==> config.mk <==
export PLATFORM = sky130hd
export DESIGN_NAME = lsu_top
export DESIGN_NICKNAME = d
export VERILOG_FILES = /design/src/lsu_pkg.sv /design/src/lsu_top.sv /design/src/lsu_txn_ctrl.sv /design/src/lsu_load_align.sv /design/src/lsu_store_align.sv
export VERILOG_INCLUDE_DIRS = /design/src /design/src/src
export SDC_FILE = /design/constraint.sdc
export NUM_CORES = 1
export LEC_CHECK = 0
export ABC_AREA = 1
export BUFFER_PORTS_ARGS = -buffer_cell sky130_fd_sc_hd__buf_2
export CORE_ASPECT_RATIO = 0.8
export CORE_MARGIN = 2
export CORE_UTILIZATION = 45
export CTS_CLUSTER_SIZE = 14
export DETAILED_ROUTE_END_ITERATION = 8
export GPL_ROUTABILITY_DRIVEN = 0
export PLACE_DENSITY = 0.75
export SETUP_SLACK_MARGIN = 0.3
export SLEW_MARGIN = 20
export SYNTH_ARGS = -nofsm -noshare
export SYNTH_HDL_FRONTEND = slang
export SYNTH_SLANG_ARGS = --single-unit
==> constraint.sdc <==
create_clock -name clk -period 4.18 [get_ports clk]
set_input_delay 0.418 -clock clk [delete_from_list [all_inputs] [get_ports clk]]
set_output_delay 0.418 -clock clk [all_outputs]
set_load 0.01 [all_outputs]
==> src/lsu_macros.svh <==
`ifndef LSU_MACROS_SVH
`define LSU_MACROS_SVH

//////////////////////////////
// Datapath widths
//////////////////////////////

`define LSU_XLEN 32 // Address and data width
`define LSU_BE_W 4  // One enable per byte lane

//////////////////////////////
// Transaction depth
//////////////////////////////

// Bus may hold this many granted requests without a response
`define LSU_MAX_OUTSTANDING 2
`define LSU_CNT_W           2 // Counter must reach LSU_MAX_OUTSTANDING

`endif
==> src/lsu_pkg.sv <==
package lsu_pkg;

  // Access size as delivered by the decoder
  // Encoding matches the funct3[1:0] field of loads and stores
  typedef enum logic [1:0]
  {
    LSU_BYTE = 2'b00, // 8 bit access
    LSU_HALF = 2'b01, // 16 bit access
    LSU_WORD = 2'b10  // 32 bit access
  } lsu_type_e;

  // 2'b11 is never issued and falls back to word handling
  // in the alignment logic

endpackage

==> src/lsu_top.sv <==
`timescale 1ns/1ps
`include "lsu_macros.svh"

module lsu_top import lsu_pkg::*;
(
  input  logic                  clk,
  input  logic                  rst_n,
  // Pipeline request
  input  logic                  lsu_en_i,
  input  logic                  we_i,
  input  lsu_type_e             type_i,
  input  logic                  sign_ext_i,
  input  logic                  use_incr_i,
  input  logic                  misaligned_phase_i,
  input  logic [`LSU_XLEN-1:0]  operand_a_i,
  input  logic [`LSU_XLEN-1:0]  operand_b_i,
  input  logic [`LSU_XLEN-1:0]  wdata_i,
  // Pipeline status
  output logic                  ex_ready_o,
  output logic                  ex_valid_o,
  output logic                  misaligned_o,
  output logic                  wb_valid_o,
  output logic [`LSU_XLEN-1:0]  rdata_o,
  output logic                  err_o,
  output logic [`LSU_XLEN-1:0]  err_addr_o,
  output logic                  busy_o,
  // Data bus
  output logic                  data_req_o,
  output logic [`LSU_XLEN-1:0]  data_addr_o,
  output logic                  data_we_o,
  output logic [`LSU_BE_W-1:0]  data_be_o,
  output logic [`LSU_XLEN-1:0]  data_wdata_o,
  input  logic                  data_gnt_i,
  input  logic                  data_rvalid_i,
  input  logic [`LSU_XLEN-1:0]  data_rdata_i,
  input  logic                  data_err_i
);

  logic [`LSU_XLEN-1:0] addr;        // Unaligned byte address
  logic                 misaligned;
  lsu_type_e            type_q;
  logic                 sign_ext_q;
  logic                 we_q;
  logic [1:0]           offset_q;
  logic                 split_first;

  assign data_we_o    = we_i;
  assign misaligned_o = misaligned;

  lsu_store_align u_store
  (
    .lsu_en_i           (lsu_en_i),
    .we_i               (we_i),
    .type_i             (type_i),
    .use_incr_i         (use_incr_i),
    .misaligned_phase_i (misaligned_phase_i),
    .operand_a_i        (operand_a_i),
    .operand_b_i        (operand_b_i),
    .wdata_i            (wdata_i),
    .addr_o             (addr),
    .bus_addr_o         (data_addr_o),
    .be_o               (data_be_o),
    .bus_wdata_o        (data_wdata_o),
    .misaligned_o       (misaligned)
  );

  lsu_txn_ctrl u_ctrl
  (
    .clk                (clk),
    .rst_n              (rst_n),
    .lsu_en_i           (lsu_en_i),
    .we_i               (we_i),
    .type_i             (type_i),
    .sign_ext_i         (sign_ext_i),
    .misaligned_i       (misaligned),
    .misaligned_phase_i (misaligned_phase_i),
    .addr_i             (addr),
    .bus_addr_i         (data_addr_o),
    .data_gnt_i         (data_gnt_i),
    .data_rvalid_i      (data_rvalid_i),
    .data_err_i         (data_err_i),
    .data_req_o         (data_req_o),
    .ex_ready_o         (ex_ready_o),
    .ex_valid_o         (ex_valid_o),
    .wb_valid_o         (wb_valid_o),
    .busy_o             (busy_o),
    .err_o              (err_o),
    .err_addr_o         (err_addr_o),
    .type_q_o           (type_q),
    .sign_ext_q_o       (sign_ext_q),
    .we_q_o             (we_q),
    .offset_q_o         (offset_q),
    .split_first_o      (split_first)
  );

  lsu_load_align u_load
  (
    .clk                (clk),
    .rst_n              (rst_n),
    .data_rvalid_i      (data_rvalid_i),
    .data_rdata_i       (data_rdata_i),
    .type_q_i           (type_q),
    .sign_ext_q_i       (sign_ext_q),
    .we_q_i             (we_q),
    .offset_q_i         (offset_q),
    .split_first_i      (split_first),
    .rdata_o            (rdata_o)
  );

endmodule

==> src/lsu_txn_ctrl.sv <==
`timescale 1ns/1ps
`include "lsu_macros.svh"

module lsu_txn_ctrl import lsu_pkg::*;
(
  input  logic                  clk,
  input  logic                  rst_n,
  input  logic                  lsu_en_i,           // Request held in EX
  input  logic                  we_i,
  input  lsu_type_e             type_i,
  input  logic                  sign_ext_i,
  input  logic                  misaligned_i,       // First phase of a split access
  input  logic                  misaligned_phase_i, // Second phase of a split access
  input  logic [`LSU_XLEN-1:0]  addr_i,             // Byte address
  input  logic [`LSU_XLEN-1:0]  bus_addr_i,         // Address on the bus
  input  logic                  data_gnt_i,
  input  logic                  data_rvalid_i,
  input  logic                  data_err_i,
  output logic                  data_req_o,
  output logic                  ex_ready_o,
  output logic                  ex_valid_o,
  output logic                  wb_valid_o,
  output logic                  busy_o,
  output logic                  err_o,
  output logic [`LSU_XLEN-1:0]  err_addr_o,         // Address of the last grant
  output lsu_type_e             type_q_o,
  output logic                  sign_ext_q_o,
  output logic                  we_q_o,
  output logic [1:0]            offset_q_o,
  output logic                  split_first_o       // WB holds first phase of a split load
);

  logic [`LSU_CNT_W-1:0] cnt_q;     // Outstanding transactions
  logic [`LSU_CNT_W-1:0] cnt_d;
  logic                  count_up;  // Grant accepted
  logic                  count_down; // Response received
  logic                  ctrl_update; // EX hands its access to WB
  logic                  last_d;
  logic                  last_q;    // WB access completes the instruction

  //////////////////////////////
  // Request and handshakes
  //////////////////////////////

  assign data_req_o = lsu_en_i && (cnt_q < `LSU_MAX_OUTSTANDING);
  assign count_up   = data_req_o && data_gnt_i;
  assign count_down = data_rvalid_i;

  // EX and WB advance in lock step once WB is occupied
  always_comb
  begin
    if (!lsu_en_i)
      ex_ready_o = 1'b1;                      // Nothing to do
    else if (cnt_q == '0)
      ex_ready_o = count_up;
    else if (cnt_q == `LSU_CNT_W'd1)
      ex_ready_o = count_up && data_rvalid_i; // WB must drain in the same cycle
    else
      ex_ready_o = data_rvalid_i;             // Already granted, wait for oldest response
  end

  assign ex_valid_o  = lsu_en_i && ex_ready_o;
  assign ctrl_update = lsu_en_i && ex_ready_o;

  assign wb_valid_o = (cnt_q != '0) && last_q && data_rvalid_i; // Last phase only
  assign err_o      = data_rvalid_i && data_err_i;
  assign busy_o     = (cnt_q != '0) || data_req_o;

  //////////////////////////////
  // Outstanding counter
  //////////////////////////////

  always_comb
  begin
    case ({count_up, count_down})
      2'b10:   cnt_d = cnt_q + 1'b1;
      2'b01:   cnt_d = cnt_q - 1'b1;
      default: cnt_d = cnt_q;               // Idle or grant with response
    endcase
  end

  always_ff @(posedge clk, negedge rst_n)
  begin
    if (!rst_n)
      cnt_q <= '0;
    else
      cnt_q <= cnt_d;
  end

  //////////////////////////////
  // Writeback control
  //////////////////////////////

  // Only a first phase leaves the instruction unfinished
  assign last_d = !(misaligned_i && !misaligned_phase_i);

  always_ff @(posedge clk, negedge rst_n)
  begin
    if (!rst_n)
    begin
      type_q_o     <= LSU_BYTE;
      sign_ext_q_o <= 1'b0;
      we_q_o       <= 1'b0;
      offset_q_o   <= 2'b00;
      last_q       <= 1'b0;
    end
    else if (ctrl_update)
    begin
      type_q_o     <= type_i;
      sign_ext_q_o <= sign_ext_i;
      we_q_o       <= we_i;
      offset_q_o   <= addr_i[1:0];   // Same offset on both phases
      last_q       <= last_d;
    end
  end

  assign split_first_o = !last_q && !we_q_o;

  // Error address tracks every grant
  always_ff @(posedge clk, negedge rst_n)
  begin
    if (!rst_n)
      err_addr_o <= '0;
    else if (count_up)
      err_addr_o <= bus_addr_i;
  end

  // Bus must never see more open requests than the LSU allows
  a_cnt_max: assert property (@(posedge clk) disable iff (!rst_n)
    cnt_q <= `LSU_MAX_OUTSTANDING);

  // Every response needs a granted request ahead of it
  a_rvalid_open: assert property (@(posedge clk) disable iff (!rst_n)
    data_rvalid_i |-> (cnt_q != '0));

endmodule

==> src/lsu_load_align.sv <==
`timescale 1ns/1ps
`include "lsu_macros.svh"

module lsu_load_align import lsu_pkg::*;
(
  input  logic                  clk,
  input  logic                  rst_n,
  input  logic                  data_rvalid_i,  // Response valid from the bus
  input  logic [`LSU_XLEN-1:0]  data_rdata_i,   // Raw response word
  input  lsu_type_e             type_q_i,       // Size of the access in WB
  input  logic                  sign_ext_q_i,   // Sign extend result
  input  logic                  we_q_i,         // Access in WB is a store
  input  logic [1:0]            offset_q_i,     // Byte offset of the access
  input  logic                  split_first_i,  // Response is first phase of a split load
  output logic [`LSU_XLEN-1:0]  rdata_o         // Result to the register file
);

  logic [`LSU_XLEN-1:0] rdata_q;    // First phase word or last result
  logic [`LSU_XLEN-1:0] rdata_w;    // Word, assembled when split
  logic [15:0]          rdata_h;    // Halfword before extension
  logic [7:0]           rdata_b;    // Byte before extension
  logic [`LSU_XLEN-1:0] rdata_ext;

  //////////////////////////////
  // Lane extraction
  //////////////////////////////

  // Split words take their low bytes from the held first response
  always_comb
  begin
    case (offset_q_i)
      2'b00:   rdata_w = data_rdata_i;
      2'b01:   rdata_w = {data_rdata_i[ 7:0], rdata_q[31: 8]};
      2'b10:   rdata_w = {data_rdata_i[15:0], rdata_q[31:16]};
      default: rdata_w = {data_rdata_i[23:0], rdata_q[31:24]};
    endcase
  end

  always_comb
  begin
    case (offset_q_i)
      2'b00:   rdata_h = data_rdata_i[15: 0];
      2'b01:   rdata_h = data_rdata_i[23: 8];
      2'b10:   rdata_h = data_rdata_i[31:16];
      default: rdata_h = {data_rdata_i[7:0], rdata_q[31:24]}; // Split halfword
    endcase
  end

  always_comb
  begin
    case (offset_q_i)
      2'b00:   rdata_b = data_rdata_i[ 7: 0];
      2'b01:   rdata_b = data_rdata_i[15: 8];
      2'b10:   rdata_b = data_rdata_i[23:16];
      default: rdata_b = data_rdata_i[31:24];
    endcase
  end

  //////////////////////////////
  // Sign extension
  //////////////////////////////

  always_comb
  begin
    case (type_q_i)
      LSU_BYTE: rdata_ext = {{24{sign_ext_q_i & rdata_b[7]}}, rdata_b};
      LSU_HALF: rdata_ext = {{16{sign_ext_q_i & rdata_h[15]}}, rdata_h};
      default:  rdata_ext = rdata_w;
    endcase
  end

  // Holding register
  // Raw word on the first phase of a split, final result otherwise
  always_ff @(posedge clk, negedge rst_n)
  begin
    if (!rst_n)
    begin
      rdata_q <= '0;
    end
    else if (data_rvalid_i && !we_q_i) // Stores leave the last load result intact
    begin
      if (split_first_i)
        rdata_q <= data_rdata_i;
      else
        rdata_q <= rdata_ext;
    end
  end

  // Live response when present, held value between responses
  assign rdata_o = data_rvalid_i ? rdata_ext : rdata_q;

endmodule

==> src/lsu_store_align.sv <==
`timescale 1ns/1ps
`include "lsu_macros.svh"

module lsu_store_align import lsu_pkg::*;
(
  input  logic                  lsu_en_i,           // Request present in EX
  input  logic                  we_i,               // Store when high
  input  lsu_type_e             type_i,             // Access size
  input  logic                  use_incr_i,         // Address is A plus B
  input  logic                  misaligned_phase_i, // Second access of a split transfer
  input  logic [`LSU_XLEN-1:0]  operand_a_i,
  input  logic [`LSU_XLEN-1:0]  operand_b_i,
  input  logic [`LSU_XLEN-1:0]  wdata_i,            // Store data, LSB aligned
  output logic [`LSU_XLEN-1:0]  addr_o,             // Byte address of the access
  output logic [`LSU_XLEN-1:0]  bus_addr_o,         // Address placed on the bus
  output logic [`LSU_BE_W-1:0]  be_o,
  output logic [`LSU_XLEN-1:0]  bus_wdata_o,
  output logic                  misaligned_o        // First phase needs a second access
);

  logic [`LSU_XLEN-1:0] addr;
  logic [1:0]           offset;     // Byte lane of the first byte
  logic [`LSU_XLEN-1:0] wdata_rot;

  //////////////////////////////
  // Address generation
  //////////////////////////////

  assign addr   = use_incr_i ? (operand_a_i + operand_b_i) : operand_a_i;
  assign offset = addr[1:0];
  assign addr_o = addr;

  // Second phase continues in the next word from lane 0
  assign bus_addr_o = misaligned_phase_i ? {addr[`LSU_XLEN-1:2], 2'b00} : addr;

  //////////////////////////////
  // Byte enables
  //////////////////////////////

  always_comb
  begin
    case (type_i)
      LSU_BYTE:
      begin
        be_o = 4'b0001 << offset;          // Single lane
      end
      LSU_HALF:
      begin
        if (misaligned_phase_i)
          be_o = 4'b0001;                  // Upper byte spills into lane 0
        else if (offset == 2'b11)
          be_o = 4'b1000;                  // Lower byte only in this word
        else
          be_o = 4'b0011 << offset;
      end
      default:
      begin
        if (misaligned_phase_i)
          be_o = ~(4'b1111 << offset);     // Remaining low lanes
        else
          be_o = 4'b1111 << offset;        // Lanes from offset upwards
      end
    endcase
  end

  //////////////////////////////
  // Write data rotation
  //////////////////////////////

  // Rotate left by the byte offset so each byte lands on its lane
  // The same rotation serves both phases of a split store
  always_comb
  begin
    case (offset)
      2'b00:   wdata_rot = wdata_i;
      2'b01:   wdata_rot = {wdata_i[23:0], wdata_i[31:24]};
      2'b10:   wdata_rot = {wdata_i[15:0], wdata_i[31:16]};
      default: wdata_rot = {wdata_i[ 7:0], wdata_i[31: 8]};
    endcase
  end

  assign bus_wdata_o = we_i ? wdata_rot : '0; // Quiet bus on loads

  //////////////////////////////
  // Misalignment detection
  //////////////////////////////

  always_comb
  begin
    misaligned_o = 1'b0;
    if (lsu_en_i && !misaligned_phase_i)
    begin
      case (type_i)
        LSU_WORD: misaligned_o = (offset != 2'b00);   // Any offset crosses the word
        LSU_HALF: misaligned_o = (offset == 2'b11);   // Only the top lane crosses
        default:  misaligned_o = 1'b0;                // Bytes never cross
      endcase
    end
  end

endmodule

==> run metrics, run 1 <==
IR drop worst, VDD=0.3374 mV; Tcrit/Tclk final=86.70%; part of the Yosys area used for sequential elements=20.10%; # clock sinks=73; final setup TNS=0 ps; Post-synth EDFFs=0; CTS Buf Count=9; Synth Instances=1558; drc violations=0; share of cells above drive strength 1=19.82%; effective utilization at floorplan=45.90%; Area Growth Syn to Fin=17.91%; worst-margin pin slew=1095 ps; Routed WL per cell=15.40 um; clk_skew=12.24 ps; core area=19800 um2; Final setup viols=0; Worst-path clk slew=70 ps; Critical Path RT=3760 ps; Cell variety after synth=44; Synth Register Bits=73; vias per cell=5.423; IO Port Bufs=279; synth top area cells=nand2_1, dfrtp_1, inv_1, ha_1, o21ai_0; final hold vios=0; prevailing post-synth register cell=dfrtp_1; combinational fraction of design power=64.0%; Layout Nets=1949; DRT iter0 DRCs=1504; DPL Wire Length=23050 um; drt total wl=31270 um; Slew Viols, Final=0; Mean Syn Cell Area=5.833 um2; worst skew pair latency=350 ps; RSZ-0062 raised after global routing=false; largest net degree at the start of global routing=74; worst-path fanout max=16; routed via count=11008; Synthesis Warnings=0; initial antenna violation count=0; P_sw=2.960 mW; Post-Syn Area=9087 um2; syn nets=1746; CTS root buf=clkbuf_16; CTS tree=done; Fmax achieved=275.9 MHz; CP Class=in2out; vias in the first global route=9863; Synth area leader=nand2_1; P per Cell Area=534.1 nW/um2; CTS hold repair buffers=0; register share of total power=22.7%; fillers=2063; count leader, synth=nand2_1; H-tree depth=3; Placement Rows=46; startpoint types=primary input; diodes inserted=0; Clock Power Share=13.3%; outcome=finished clean; Commonest cells post-synth=nand2_1, inv_1, o21ai_0, nand3_1, a21oi_1; Longest Clk Path Bufs=2; post-synth top area share=21.23%; Die X=162.9 um; io pins=280; first-pass GRT wire length=50090 um; Die H=131.1 um; CP arrival=3210 ps; Pint=2.764 mW; Tot Pwr=5.723 mW; max_slew headroom=26.92%; Hold WC Path Type=in2async; DIE AREA=21350 um2; Tmin final=3624 ps; Routed Antenna Nets=0; gr ovfl total=0; Total GRT Usage=28.53%; LEAKAGE=6.169 nW; drt pass-1 iters=6; Sw Ratio=51.71%; proportion of synthesized flip-flops having asynchronous set or reset=100.0%; crit end category=primary output; Max Cap Violations=0
==> metal layers <==
metal | vias to the layer above | track usage (%) | routed length, um
met5 | - | 0 | 0
met4 | 0 | 8.899 | 857
met3 | 77 | 4.009 | 2919
met2 | 639 | 45.34 | 13970
met1 | 4837 | 39.97 | 13520
li1 | 5455 | - | -
==> registers in the layout, indices dropped and copies added, names as in the netlist <==
register / cells
u_load.rdata_q: 32
u_ctrl.cnt_q: 2
u_ctrl.err_addr_o: 32
u_ctrl.last_q: 1
u_ctrl.offset_q_o: 2
u_ctrl.type_q_o: 2
u_ctrl.we_q_o: 1
u_ctrl.sign_ext_q_o: 1
==> cells in the final DEF (no fill, tap or decap), drive strengths merged, types with 2 or more instances in the layout <==
cell type and count:
a21boi 2, xnor2 17, nor2 71, nand2 516, or2 17, clkinv 2
nor3 5, inv 235, o311ai 2, clkbuf 11, a21oi 78, o221ai 13
buf 297, clkinvlp 5, and2 15, dfrtp 73, ha 47, o211ai 5
o21ai 155, o22ai 29, a31oi 2, nand3 95, o21a 2, a221oi 32
a211oi 32
==> per-stage QoR <==
step | setup WS (ps) | area [um2] | cells | util (%) | hold slack [ps]
after floorplan | 925.3 | 9087 | 1558 | - | 122.4
after global placement | 320.2 | 10420 | 2013 | 52.62 | 458.8
after detailed placement | 202.1 | 10420 | 2013 | 52.62 | 460.3
after CTS | 461.4 | 10700 | 2029 | 54.06 | 269.7
after global routing | 328.3 | 10720 | 2030 | 54.12 | 163.6
final | 555.9 | 10720 | 2030 | 54.12 | 109.1
==> power by group through the flow <==
| stage | combinational, mW | sequential [mW] | clock (mW) |
|---|---|---|---|
| 3_3_place_gp | 3.54 | 1.29 | 0 |
| 6_report | 3.66 | 1.30 | 0.760 |
| 5_1_grt | 4.06 | 1.35 | 0.801 |
| 4_1_cts | 3.61 | 1.29 | 0.776 |
| 3_5_place_dp | 3.60 | 1.30 | 0 |
| 2_1_floorplan | 2.43 | 1.31 | 0 |
==> repair_timing <==
| item | in CTS | in global routing |
|---|---|---|
| gates cloned | 0 | 1 |
| resized for setup | 1 | 2 |
| setup endpoints to repair | 32 | 29 |
| endpoints found under the hold margin | 0 | 0 |
| buffers inserted | 0 | 0 |
==> cell families (layout without fill, tap and decap cells) <==
kind of cell    after synthesis  count (layout)  synth area share [%]
simple gates                720             720                 32.37
compound gates              357             357                 23.39
buf+inv                     342             550                 15.68
flops                        73              73                 20.10
fa+ha+maj                    48              48                 6.691
xor+xnor                     17              17                 1.638
mux                           1               1                0.1239
==> worst paths after layout <==
| check | from | end | slack [ps] | depth (start not counted) |
|---|---|---|---|---|
| max in group asynchronous | rst_n | u_ctrl.err_addr_o[28] | 3580 | 1 |
| worst min-delay path | rst_n | u_load.rdata_q[25] | 110 | 1 |
| worst max register to register | u_ctrl.offset_q_o[0] | u_load.rdata_q[31] | 1470 | 9 |
| min in group clk | sign_ext_i | u_ctrl.sign_ext_q_o | 280 | 3 |
| worst min register to register | u_ctrl.err_addr_o[30] | u_ctrl.err_addr_o[30] | 470 | 2 |
| worst max-delay path | operand_a_i[0] | data_wdata_o[22] | 560 | 12 |
==> area by class of cell <==
type / count / area (um2) / area share, %
inverters: 236 / 889.6 / 8.302
flip-flops and latches: 73 / 1827 / 17.05
clock inverters: 5 / 40.04 / 0.3737
repair inverters: 1 / 7.507 / 0.07006
well taps: 264 / 330.3 / 3.083
repair buffers: 297 / 1538 / 14.35
multi-input cells: 1143 / 5841 / 54.51
clock buffers: 11 / 242.7 / 2.265
==> critical path, stage by stage <==
cell        delay, ps
buf_2             110
ha_1              240
fa_1              420
or2_2             290
o21ai_0           260
inv_2             170
ha_1              350
clkinvlp_4        270
o21ai_0           120
a221oi_1          270
a211oi_1           90
buf_2             200
Power figures use the tool's default switching activity.
==> run 2: changes to the inputs <==
--- a/config.mk
+++ b/config.mk
@@ -6,7 +6,6 @@
 export SDC_FILE = /design/constraint.sdc
 export NUM_CORES = 1
 export LEC_CHECK = 0
-export ABC_AREA = 1
 export BUFFER_PORTS_ARGS = -buffer_cell sky130_fd_sc_hd__buf_2
 export CORE_ASPECT_RATIO = 0.8
 export CORE_MARGIN = 2
@@ -14,7 +13,7 @@
 export CTS_CLUSTER_SIZE = 14
 export DETAILED_ROUTE_END_ITERATION = 8
 export GPL_ROUTABILITY_DRIVEN = 0
-export PLACE_DENSITY = 0.75
+export PLACE_DENSITY = 0.76
 export SETUP_SLACK_MARGIN = 0.3
 export SLEW_MARGIN = 20
 export SYNTH_ARGS = -nofsm -noshare
==> run metrics, run 2 <==
Final setup viols=0 (unchanged); CTS root buf=clkbuf_16; P_sw=2.495 mW (-16%); clk_skew=7.892 ps (-4.348 ps); Area Growth Syn to Fin=19.52%; Total GRT Usage=26.72% (-1.8 points); io pins=280 (unchanged); CTS Buf Count=9 (unchanged); count leader, synth=nand2_1; Slowest-stage cell, CP=fa_1; Worst-path clk slew=60 ps (about the same); Synthesis Warnings=0 (unchanged); Synth Instances=1025 (-34%); DRT iter0 DRCs=753 (-50%); WP buf/inv=2 (-2); Die H=124.9 um (-4.7%); Cell variety after synth=65 (+48%); core area=18000 um2 (-9.1%); part of the Yosys area used for sequential elements=22.21% (+2.1 points); Synth Register Bits=73 (unchanged); vias per cell=5.948 (+9.7%); prevailing post-synth register cell=dfrtp_1; Post-synth EDFFs=0 (unchanged); Die X=155.2 um (-4.7%); drt pass-1 iters=6 (unchanged); DIE AREA=19380 um2 (-9.2%); H-tree depth=3 (unchanged); proportion of synthesized flip-flops having asynchronous set or reset=100.0% (unchanged); startpoint types=primary input; effective utilization at floorplan=45.69% (-0.21 points); fillers=1685 (-18%); Critical Path RT=3760 ps (about the same); worst skew pair latency=340 ps (about the same); Clock Power Share=14.4% (+1.1 points); drc violations=0 (unchanged); Routed WL per cell=18.19 um (+18%); share of cells above drive strength 1=32.44% (+13 points); Tmin final=3663 ps (+38.76 ps); # clock sinks=73 (unchanged); Max Cap Violations=0 (unchanged); worst-path fanout max=4 (-12); Routed Antenna Nets=0 (unchanged); biggest regs=u_ctrl.err_addr_o (32), u_load.rdata_q (32); Synth area leader=dfrtp_1; Fmax achieved=273.0 MHz (-1.1%); Largest delay share family, worst path=compound AO/OA/AOI/OAI gates; Tcrit/Tclk final=87.63% (+0.93 points); CP arrival=3240 ps (+30 ps); LEAKAGE=4.689 nW (-24%); DPL Wire Length=19480 um (-16%); vias in the first global route=8006 (-19%); CTS hold repair buffers=0 (unchanged); Commonest cells post-synth=nand2_1, o21ai_0, dfrtp_1, a21oi_1, clkbuf_1; commonest cells after routing, fill and taps aside=buf_2, nand2_1, o21ai_0, a21oi_1, dfrtp_1; max incr delay on CP=410 ps (about the same); final setup TNS=0 ps (unchanged); final hold vios=0 (unchanged); Post-Syn Area=8225 um2 (-9.5%); gr ovfl total=0 (unchanged); post-synth top area share=22.21% (+0.98 points); CTS tree=done; RSZ-0062 raised after global routing=false; initial antenna violation count=0 (unchanged); max_slew headroom=35.28% (+8.4 points); drt total wl=26520 um (-15%); placed cells=1441 (-28%); Sw Ratio=45.28% (-6.4 points); routed via count=8672 (-21%); cells along the critical path=buf_2, ha_1, fa_1, a21o_1, a21oi_1, o21a_1, o32ai_1, o21a_1, o31ai_1, a21oi_1, nand3b_1, nand2_1, buf_2; most common cell after layout, fill and taps aside=buf_2; Layout Nets=1410 (-28%); Placement Rows=44 (-4.3%); PostCTS Resize Cnt=0 (-1); worst-margin pin slew=970.9 ps (-124.1 ps); crit end category=primary output; IR drop worst, VDD=0.2690 mV (-20%); CP Class=in2out; register share of total power=25.7% (+3.0 points); largest net degree at the start of global routing=74 (unchanged); IO Port Bufs=279 (unchanged); first-pass GRT wire length=41940 um (-16%); Mean Syn Cell Area=8.025 um2 (+38%); Tot Pwr=5.511 mW (-3.7%); synth top area cells=dfrtp_1, nand2_1, mux4_2, ha_1, o21ai_0; P per Cell Area=560.6 nW/um2 (+5.0%); postcts setup bufs=0 (unchanged); Pint=3.016 mW (+9.1%); combinational fraction of design power=59.9% (-4.1 points); outcome=finished clean; Slew Viols, Final=0 (unchanged); syn nets=1213 (-31%); Longest Clk Path Bufs=2 (unchanged); Hold WC Path Type=in2async; Non-Filler Instances=1458 (-28%)
run 2: logic make-up after synthesis:
group                      after synthesis  synth area share [%]
buffers and inverters                  130                 7.423
AOI/OAI and AO/OA                      325                 25.72
DFF                                     73                 22.21
and+or+nand+nor                        331                 18.30
adders and majority gates               48                 7.393
muxes                                   94                 16.40
xor gates and xnor gates                24                 2.556
run 2: per-layer routing:
metal | vias up | wire length (um) | track usage [%]
met2 | 433 | 12390 | 43.19
met4 | 0 | 391 | 6.590
li1 | 4119 | - | -
met5 | - | 0 | 0
met3 | 27 | 2296 | 5.985
met1 | 4093 | 11440 | 36.41
run 2: layout make-up:
type,instances,area [um2],share of cell area (%)
timing repair buffer,298,1558,15.85
multi-input combinational,822,5796,58.95
tap,230,287.8,2.927
inverter,18,67.56,0.6873
antenna,1,2.502,0.02546
clock buffer,13,250.2,2.546
clock inverter,3,40.04,0.4073
sequential,73,1829,18.61
run 2: worst paths after layout:
path,slack [ps],startpoint,cells past startpoint,endpoint
max in group asynchronous,3500,rst_n,1,u_ctrl.offset_q_o[1]
max reg2reg,1430,u_ctrl.offset_q_o[1],9,u_load.rdata_q[11]
min,110,rst_n,1,u_ctrl.err_addr_o[7]
min reg2reg,470,u_load.rdata_q[0],2,u_load.rdata_q[0]
min in group clk,290,sign_ext_i,3,u_ctrl.sign_ext_q_o
max,520,operand_a_i[0],13,data_addr_o[28]
run 2: power by group through the flow:
stage	combinational [mW]	sequential, mW	clock (mW)
final	3.30	1.42	0.793
after global routing	3.64	1.47	0.855
after CTS	3.29	1.41	0.819
after detailed placement	3.27	1.42	0
after global placement	3.21	1.41	0
after floorplan	2.36	1.33	0
run 2: metrics by stage:
| step | worst slack, ps | hold slack [ps] | utilization (%) | cell area [um2] |
|---|---|---|---|---|
| after global routing | 368.3 | 161.0 | 54.59 | 9828 |
| after global placement | 631.3 | 451.8 | 52.93 | 9529 |
| final | 517.1 | 109.0 | 54.61 | 9831 |
| after detailed placement | 605.0 | 458.0 | 52.93 | 9529 |
| after floorplan | 1087 | 122.4 | - | 8225 |
| after CTS | 583.3 | 278.1 | 54.55 | 9819 |
